## config.mk

```make
export PLATFORM = sky130hd
export DESIGN_NAME = load_queue_flat
export DESIGN_NICKNAME = d
export VERILOG_FILES = /design/src/mem_pkg.sv /design/src/lsq_pkg.sv /design/src/sq_lq_if.sv /design/src/load_queue.sv /design/src/queue_ptrs.sv /design/src/flat_wrapper.sv
export SDC_FILE = /design/constraint.sdc
export NUM_CORES = 2
export LEC_CHECK = 0
export BUFFER_PORTS_ARGS = -buffer_cell sky130_fd_sc_hd__buf_4
export CAP_MARGIN = 20
export CORE_MARGIN = 4
export CORE_UTILIZATION = 40
export DETAILED_ROUTE_END_ITERATION = 8
export HOLD_SLACK_MARGIN = 0.08
export PLACE_DENSITY = 0.55
export RECOVER_POWER = 100
export SETUP_SLACK_MARGIN = 0.5
export SLEW_MARGIN = 10
export SYNTH_ARGS = -nofsm -noshare
export SYNTH_HDL_FRONTEND = slang
export SYNTH_HIERARCHICAL = 1
export SYNTH_SLANG_ARGS = --single-unit
```

## constraint.sdc

```tcl
create_clock -name clock -period 6.5 [get_ports clock]
set_input_delay 0 -clock clock [delete_from_list [all_inputs] [get_ports clock]]
set_output_delay 0 -clock clock [all_outputs]
set_load 0.05 [all_outputs]
```

## src/mem_pkg.sv

```systemverilog
package mem_pkg;

  // 8-byte word address, byte address bits [63:3]
  typedef logic [60:0] addr_t;

  typedef logic [63:0] data_t;

  // Operation type presented at dispatch
  typedef enum logic [1:0] {
    op_none,
    op_load,
    op_store
  } mem_op_e;

endpackage
```

## src/lsq_pkg.sv

```systemverilog
package lsq_pkg;

  typedef struct packed {
    mem_pkg::addr_t addr;
    mem_pkg::data_t data;
    logic           addr_valid;
  } store_entry_t;

  // Where an executed load took its data from
  typedef enum logic {
    src_memory,
    src_store
  } load_src_e;

  typedef struct packed {
    mem_pkg::addr_t pc;
    mem_pkg::addr_t addr;
    logic           executed;
    load_src_e      src;
  } load_entry_t;

endpackage

```

## src/sq_lq_if.sv

```systemverilog
`timescale 1ns/1ns

interface sq_lq_if #(
  parameter int SQ_DEPTH = 8
);
  import mem_pkg::*;

  localparam int PW = $clog2(SQ_DEPTH) + 1;

  // Forwarding request and answer
  addr_t         fwd_addr;
  logic [PW-1:0] fwd_bound;
  logic          fwd_hit;
  data_t         fwd_data;
  logic [PW-1:0] fwd_tag;

  // Store leaving the head of the SQ
  logic          ret_valid;
  logic [PW-1:0] ret_tag;
  addr_t         ret_addr;

  logic [PW-1:0] sq_tail;

  modport sq (
    input  fwd_addr, fwd_bound,
    output fwd_hit, fwd_data, fwd_tag,
    output ret_valid, ret_tag, ret_addr,
    output sq_tail
  );

  modport lq (
    output fwd_addr, fwd_bound,
    input  fwd_hit, fwd_data, fwd_tag,
    input  ret_valid, ret_tag, ret_addr,
    input  sq_tail
  );

endinterface

```

## src/load_queue.sv

```systemverilog
`timescale 1ns/1ns

module load_queue #(
  parameter int SQ_DEPTH = 8,
  parameter int LQ_DEPTH = 8
) (
  input  logic                        clock,
  input  logic                        reset,
  input  logic                        alloc,
  input  mem_pkg::addr_t              dispatch_pc,
  input  logic                        ld_exec,
  input  logic [$clog2(LQ_DEPTH)-1:0] ld_exec_idx,
  input  mem_pkg::addr_t              ld_addr,
  input  logic                        load_retire,
  input  mem_pkg::data_t              mem_rd_data,
  output logic                        full,
  output logic [$clog2(LQ_DEPTH)-1:0] lq_idx,
  output logic                        ld_done,
  output mem_pkg::data_t              ld_data,
  output logic                        ld_forwarded,
  output logic                        mem_rd_en,
  output mem_pkg::addr_t              mem_rd_addr,
  output logic                        violation,
  output mem_pkg::addr_t              violation_pc,
  sq_lq_if.lq                         fwd
);
  import lsq_pkg::*;

  localparam int LIW = $clog2(LQ_DEPTH);
  localparam int LPW = LIW + 1;
  localparam int SPW = $clog2(SQ_DEPTH) + 1;

  logic [LPW-1:0]    head;
  logic [LPW-1:0]    tail;
  logic [LPW-1:0]    live_count;
  logic [LIW-1:0]    tail_idx;
  logic [LIW-1:0]    slot_idx [LQ_DEPTH];
  logic [LQ_DEPTH-1:0] in_range;
  load_entry_t       loads [LQ_DEPTH];
  // SQ tail at dispatch, and the store a load forwarded from
  logic [SPW-1:0]    bound_tag [LQ_DEPTH];
  logic [SPW-1:0]    src_tag [LQ_DEPTH];

  queue_ptrs #(
    .DEPTH (LQ_DEPTH)
  ) ptrs_inst (
    .clock (clock),
    .reset (reset),
    .alloc (alloc),
    .free  (load_retire),
    .tail  (tail),
    .head  (head),
    .full  (full),
    .empty ()
  );

  assign tail_idx = tail[LIW-1:0];
  assign lq_idx   = tail_idx;

  // Forward request, memory read only on a miss
  assign fwd.fwd_addr  = ld_addr;
  assign fwd.fwd_bound = bound_tag[ld_exec_idx];
  assign ld_done       = ld_exec;
  assign ld_forwarded  = ld_exec && fwd.fwd_hit;
  assign mem_rd_en     = ld_exec && !fwd.fwd_hit;
  assign mem_rd_addr   = ld_addr;
  assign ld_data       = fwd.fwd_hit ? fwd.fwd_data : mem_rd_data;

  always_ff @(posedge clock) begin
    if (alloc) begin
      loads[tail_idx].pc       <= dispatch_pc;
      loads[tail_idx].executed <= 1'b0;
      bound_tag[tail_idx]      <= fwd.sq_tail;
    end
    if (ld_exec) begin
      loads[ld_exec_idx].addr     <= ld_addr;
      loads[ld_exec_idx].executed <= 1'b1;
      src_tag[ld_exec_idx]        <= fwd.fwd_tag;
      if (fwd.fwd_hit) begin
        loads[ld_exec_idx].src <= src_store;
      end else begin
        loads[ld_exec_idx].src <= src_memory;
      end
    end
  end

  assign live_count = tail - head;

  always_comb begin
    for (int j = 0; j < LQ_DEPTH; j++) begin
      slot_idx[j] = head[LIW-1:0] + LIW'(j);
      in_range[j] = (LPW'(j) < live_count);
    end
  end

  // Youngest first, so the oldest qualifying load is left at the end
  always_comb begin
    violation    = 1'b0;
    violation_pc = '0;
    for (int j = LQ_DEPTH - 1; j >= 0; j--) begin
      if (fwd.ret_valid && in_range[j] &&
          loads[slot_idx[j]].executed &&
          loads[slot_idx[j]].addr == fwd.ret_addr &&
          bound_tag[slot_idx[j]] != fwd.ret_tag &&
          !(loads[slot_idx[j]].src == src_store && src_tag[slot_idx[j]] == fwd.ret_tag)) begin
        violation    = 1'b1;
        violation_pc = loads[slot_idx[j]].pc;
      end
    end
  end

endmodule

```

## src/queue_ptrs.sv

```systemverilog
`timescale 1ns/1ns

module queue_ptrs #(
  parameter int DEPTH = 8
) (
  input  logic                 clock,
  input  logic                 reset,
  input  logic                 alloc,
  input  logic                 free,
  output logic [$clog2(DEPTH):0] tail,
  output logic [$clog2(DEPTH):0] head,
  output logic                 full,
  output logic                 empty
);

  localparam int IW = $clog2(DEPTH);

  always_ff @(posedge clock) begin
    if (reset) begin
      head <= '0;
      tail <= '0;
    end else begin
      if (alloc) begin
        tail <= tail + 1'b1;
      end
      if (free) begin
        head <= head + 1'b1;
      end
    end
  end

  // Same slot, wrap bits tell full from empty
  assign empty = (head == tail);
  assign full  = (head[IW-1:0] == tail[IW-1:0]) && (head[IW] != tail[IW]);

  a_no_alloc_when_full: assert property (
    @(posedge clock) disable iff (reset)
    alloc |-> !full
  ) else $error("queue_ptrs: alloc while full");

  a_no_free_when_empty: assert property (
    @(posedge clock) disable iff (reset)
    free |-> !empty
  ) else $error("queue_ptrs: free while empty");

endmodule

```

## src/flat_wrapper.sv

```systemverilog
// flat-port wrapper written by rule: the top's interface ports become plain ports
module load_queue_flat import lsq_pkg::*;
#(
  parameter int SQ_DEPTH = 8,
  parameter int LQ_DEPTH = 8
)
  (clock, reset, alloc, dispatch_pc, ld_exec, ld_exec_idx, ld_addr, load_retire, mem_rd_data, full, lq_idx, ld_done, ld_data, ld_forwarded, mem_rd_en, mem_rd_addr, violation, violation_pc, fwd_fwd_addr, fwd_fwd_bound, fwd_fwd_hit, fwd_fwd_data, fwd_fwd_tag, fwd_ret_valid, fwd_ret_tag, fwd_ret_addr, fwd_sq_tail);
  sq_lq_if #(.SQ_DEPTH(SQ_DEPTH)) fwd_i ();
  input  logic clock;
  input  logic reset;
  input  logic alloc;
  input  mem_pkg::addr_t dispatch_pc;
  input  logic ld_exec;
  input  logic [$clog2(LQ_DEPTH)-1:0] ld_exec_idx;
  input  mem_pkg::addr_t ld_addr;
  input  logic load_retire;
  input  mem_pkg::data_t mem_rd_data;
  output logic full;
  output logic [$clog2(LQ_DEPTH)-1:0] lq_idx;
  output logic ld_done;
  output mem_pkg::data_t ld_data;
  output logic ld_forwarded;
  output logic mem_rd_en;
  output mem_pkg::addr_t mem_rd_addr;
  output logic violation;
  output mem_pkg::addr_t violation_pc;
  output wire logic [$bits(fwd_i.fwd_addr)-1:0] fwd_fwd_addr;
  output wire logic [$bits(fwd_i.fwd_bound)-1:0] fwd_fwd_bound;
  input wire logic [$bits(fwd_i.fwd_hit)-1:0] fwd_fwd_hit;
  input wire logic [$bits(fwd_i.fwd_data)-1:0] fwd_fwd_data;
  input wire logic [$bits(fwd_i.fwd_tag)-1:0] fwd_fwd_tag;
  input wire logic [$bits(fwd_i.ret_valid)-1:0] fwd_ret_valid;
  input wire logic [$bits(fwd_i.ret_tag)-1:0] fwd_ret_tag;
  input wire logic [$bits(fwd_i.ret_addr)-1:0] fwd_ret_addr;
  input wire logic [$bits(fwd_i.sq_tail)-1:0] fwd_sq_tail;
  assign fwd_fwd_addr = fwd_i.fwd_addr;
  assign fwd_fwd_bound = fwd_i.fwd_bound;
  assign fwd_i.fwd_hit = fwd_fwd_hit;
  assign fwd_i.fwd_data = fwd_fwd_data;
  assign fwd_i.fwd_tag = fwd_fwd_tag;
  assign fwd_i.ret_valid = fwd_ret_valid;
  assign fwd_i.ret_tag = fwd_ret_tag;
  assign fwd_i.ret_addr = fwd_ret_addr;
  assign fwd_i.sq_tail = fwd_sq_tail;
  load_queue #(.SQ_DEPTH(SQ_DEPTH), .LQ_DEPTH(LQ_DEPTH)) u_core (.clock(clock), .reset(reset), .alloc(alloc), .dispatch_pc(dispatch_pc), .ld_exec(ld_exec), .ld_exec_idx(ld_exec_idx), .ld_addr(ld_addr), .load_retire(load_retire), .mem_rd_data(mem_rd_data), .full(full), .lq_idx(lq_idx), .ld_done(ld_done), .ld_data(ld_data), .ld_forwarded(ld_forwarded), .mem_rd_en(mem_rd_en), .mem_rd_addr(mem_rd_addr), .violation(violation), .violation_pc(violation_pc), .fwd(fwd_i));
endmodule
```

==> results.cfg <==
[critical_path]
path_max_fanout = 49
cpMostUsedCell = buf_12
cpLargestDelayFamily = simple AND/OR/NAND/NOR gates
r2r-start = u_core/ptrs_inst/tail[1]$_SDFFE_PP0P_
crit_type = reg -> out
cp-startpoint = u_core/ptrs_inst/head[2]$_SDFFE_PP0P_
end_kind = output pin
crit_chain = buf_12 -> buf_12 -> or2_2 -> buf_4 -> o22ai_1 -> a21oi_1 -> xnor2_1 -> nor4_1 -> and4_1 -> and3_4 -> buf_12 -> buf_12 -> a21o_1 -> a221oi_2 -> o31ai_2 -> clkbuf_1
cp.required_ns = 6.50
crit_slowest_cell = nor4_1
reg2reg_depth = 3
cp.arrival_ns = 6.25
reg2reg_slack_ns = 0.98
path_buf_inv = 6
r2r-end = u_core/loads[6][81]$_DFFE_PP_
cp-start-kind = flip-flop
slowest_delay_ns = 1.01

[worst_hold_path]
whs_path_depth = 3
holdPathEnd = u_core/loads[7][1]$_SDFFE_PP1P_
hold_class = in -> reg
hold_start = ld_exec_idx[2]

[drt]
dr.pass1.iters = 8
drc = 0
wl_met1_mm = 175
wl_met3_mm = 55.5
wl_per_cell_um = 41.5
wl_mm = 455
wl_met2_mm = 198
vias_per_cell = 7.03
ant_nets = 0
highest_layer = met5
vias = 77100
drt-initial-drc-count = 11000

[timing]
finClkSkew_ns = 0.0477
rsz0062_at_grt = yes
slew_headroom_pct = -198
finalHoldViolCount = 0
worstMarginPinSlew_ns = 4.46
setup_viol = 0
period_share_pct = 96.2
fmax_mhz = 160
slew_viol_final = 1147
finalSetupTns_ns = 0
timing.final.ws_setup_ns = 0.245
fin_crit_ns = 6.25

[grt]
gr-total-overflow = 0
grt_pass1_vias = 71800
antenna_found_initial = 57
grt_pass1_wl_mm = 613
grt_usage_pct = 38.3
grt_start_max_net_pins = 125

[placed_design]
gp_congestion = 1.10
hpwl_mm = 331
post-place-ws_ns = 0.220
portBuffers = 591

[cts]
cts_buffers = 134
cts-root-buf = clkbuf_16
insertion_delay_ns = 0.85
htree_levels = 4
cts_buffer_depth = 3
tritoncts = built
cts_num_sinks = 1064
clkTransAtPathRegs_ns = 0.06

[layout]
utilization_pct = 48.7
seq_area_mm2 = 0.0318
layout-drive-gt1-share_pct = 33.0
multiInputGateArea_mm2 = 0.0535
area_growth_pct = 20.6
fillers = 19600
finalNetCount = 8216

[floorplan]
die_w_um = 479
dieArea_mm2 = 0.230
pin_count = 592
initial_utilization_pct = 40.4
coreArea_mm2 = 0.220
placementRows = 172
die_h_um = 479

[synth]
ys_warn_count = 6
synthesis.nets = 7370
syn_avg_cell_area_um2 = 12.7
netlist_instances = 7029
synth_area_mm2 = 0.0889

[power]
worst_ir_drop_vdd_mv = 0.280
finalPower_mw = 25.3
powerDensity_mw_per_mm2 = 235
leakage_nw = 36.4

[job]
maxCapViolCount = 36

[run_status]
violations = max-capacitance violations, max-slew violations
outcome = finished, violations left
==> worst register-to-register path, cell delays in order, from the launching register on <==
cell,delay [ns]
dfxtp_1,0.64
nand2_1,0.40
nor2_1,2.11
clkbuf_2,1.81
==> what timing repair did <==
| action | 4_1_cts | 5_1_grt |
|---|---|---|
| hold buffers | 267 | 0 |
| pin swaps | 19 | 36 |
| endpoints found under the setup margin | 62 | 61 |
| endpoints found under the hold margin | 1109 | 0 |
| buffers inserted | 64 | 53 |
| gates resized for setup | 170 | 160 |
| cloned | 18 | 7 |
==> sequential cells by signal, summed over array words and instances, names as in the netlist <==
register	count
u_core/bound_tag	32
u_core/loads	992
u_core/ptrs_inst/head	4
u_core/ptrs_inst/tail	4
u_core/src_tag	32
==> where the power goes <==
part	total [mW]	leakage (nW)	switching [mW]	internal (mW)
clock	7.65	2.16	3.20	4.45
sequential	8.00	9.66	0.215	7.78
combinational	9.61	24.6	6.00	3.61
==> final cells by class <==
class | count | area share, %
repair buffers | 1520 | 12.6
clock buffers | 154 | 3.26
multi-input cells | 5087 | 49.8
inverters | 68 | 0.250
well taps | 2958 | 3.45
diodes | 27 | 0.0630
clock inverters | 89 | 0.903
flip-flops and latches | 1064 | 29.6
==> stage by stage <==
| stage | cell area, µm² | cells | hold slack (ns) |
|---|---|---|---|
| floorplan | 88900 | 7029 | 0.0989 |
| global placement | 98000 | 10300 | 0.233 |
| detailed placement | 98000 | 10300 | 0.234 |
| CTS | 107000 | 10900 | 0.0832 |
| global route | 107000 | 10900 | 0.107 |
| finish | 107000 | 11000 | 0.0424 |
==> metal layers <==
metal,up-vias,global-route usage (%)
li1,30300,-
met1,40000,51.6
met2,5757,57.0
met3,1003,11.2
met4,28,18.2
met5,-,0
==> cell usage in the layout (no fill, tap or decap), types with 70 or more instances in the layout <==
master / n
a21o_1: 80
a21oi_1: 85
a22oi_1: 186
a31oi_1: 83
and2_1: 89
buf_12: 109
buf_4: 658
clkbuf_1: 315
clkbuf_16: 144
dlygate4sd3_1: 267
edfxtp_1: 1048
mux2_2: 113
mux2i_1: 559
mux4_2: 1076
nand2_1: 1014
nand3_1: 103
nor2_1: 125
o211ai_1: 87
o21ai_0: 77
xnor2_1: 276
xor2_1: 70
==> worst max path at each step <==
| stage | endpoint | slack, ns | cells after the start |
|---|---|---|---|
| 6_report | violation_pc[53] | 0.25 | 16 |
| 5_1_grt | violation_pc[53] | 0.24 | 21 |
| 4_1_cts | violation_pc[20] | 0.49 | 17 |
| 3_5_place_dp | violation_pc[0] | 0.22 | 21 |
| 3_3_place_gp | violation_pc[0] | 0.22 | 21 |
| 2_1_floorplan | violation_pc[51] | 0.50 | 20 |
Power figures use the tool's default switching activity.
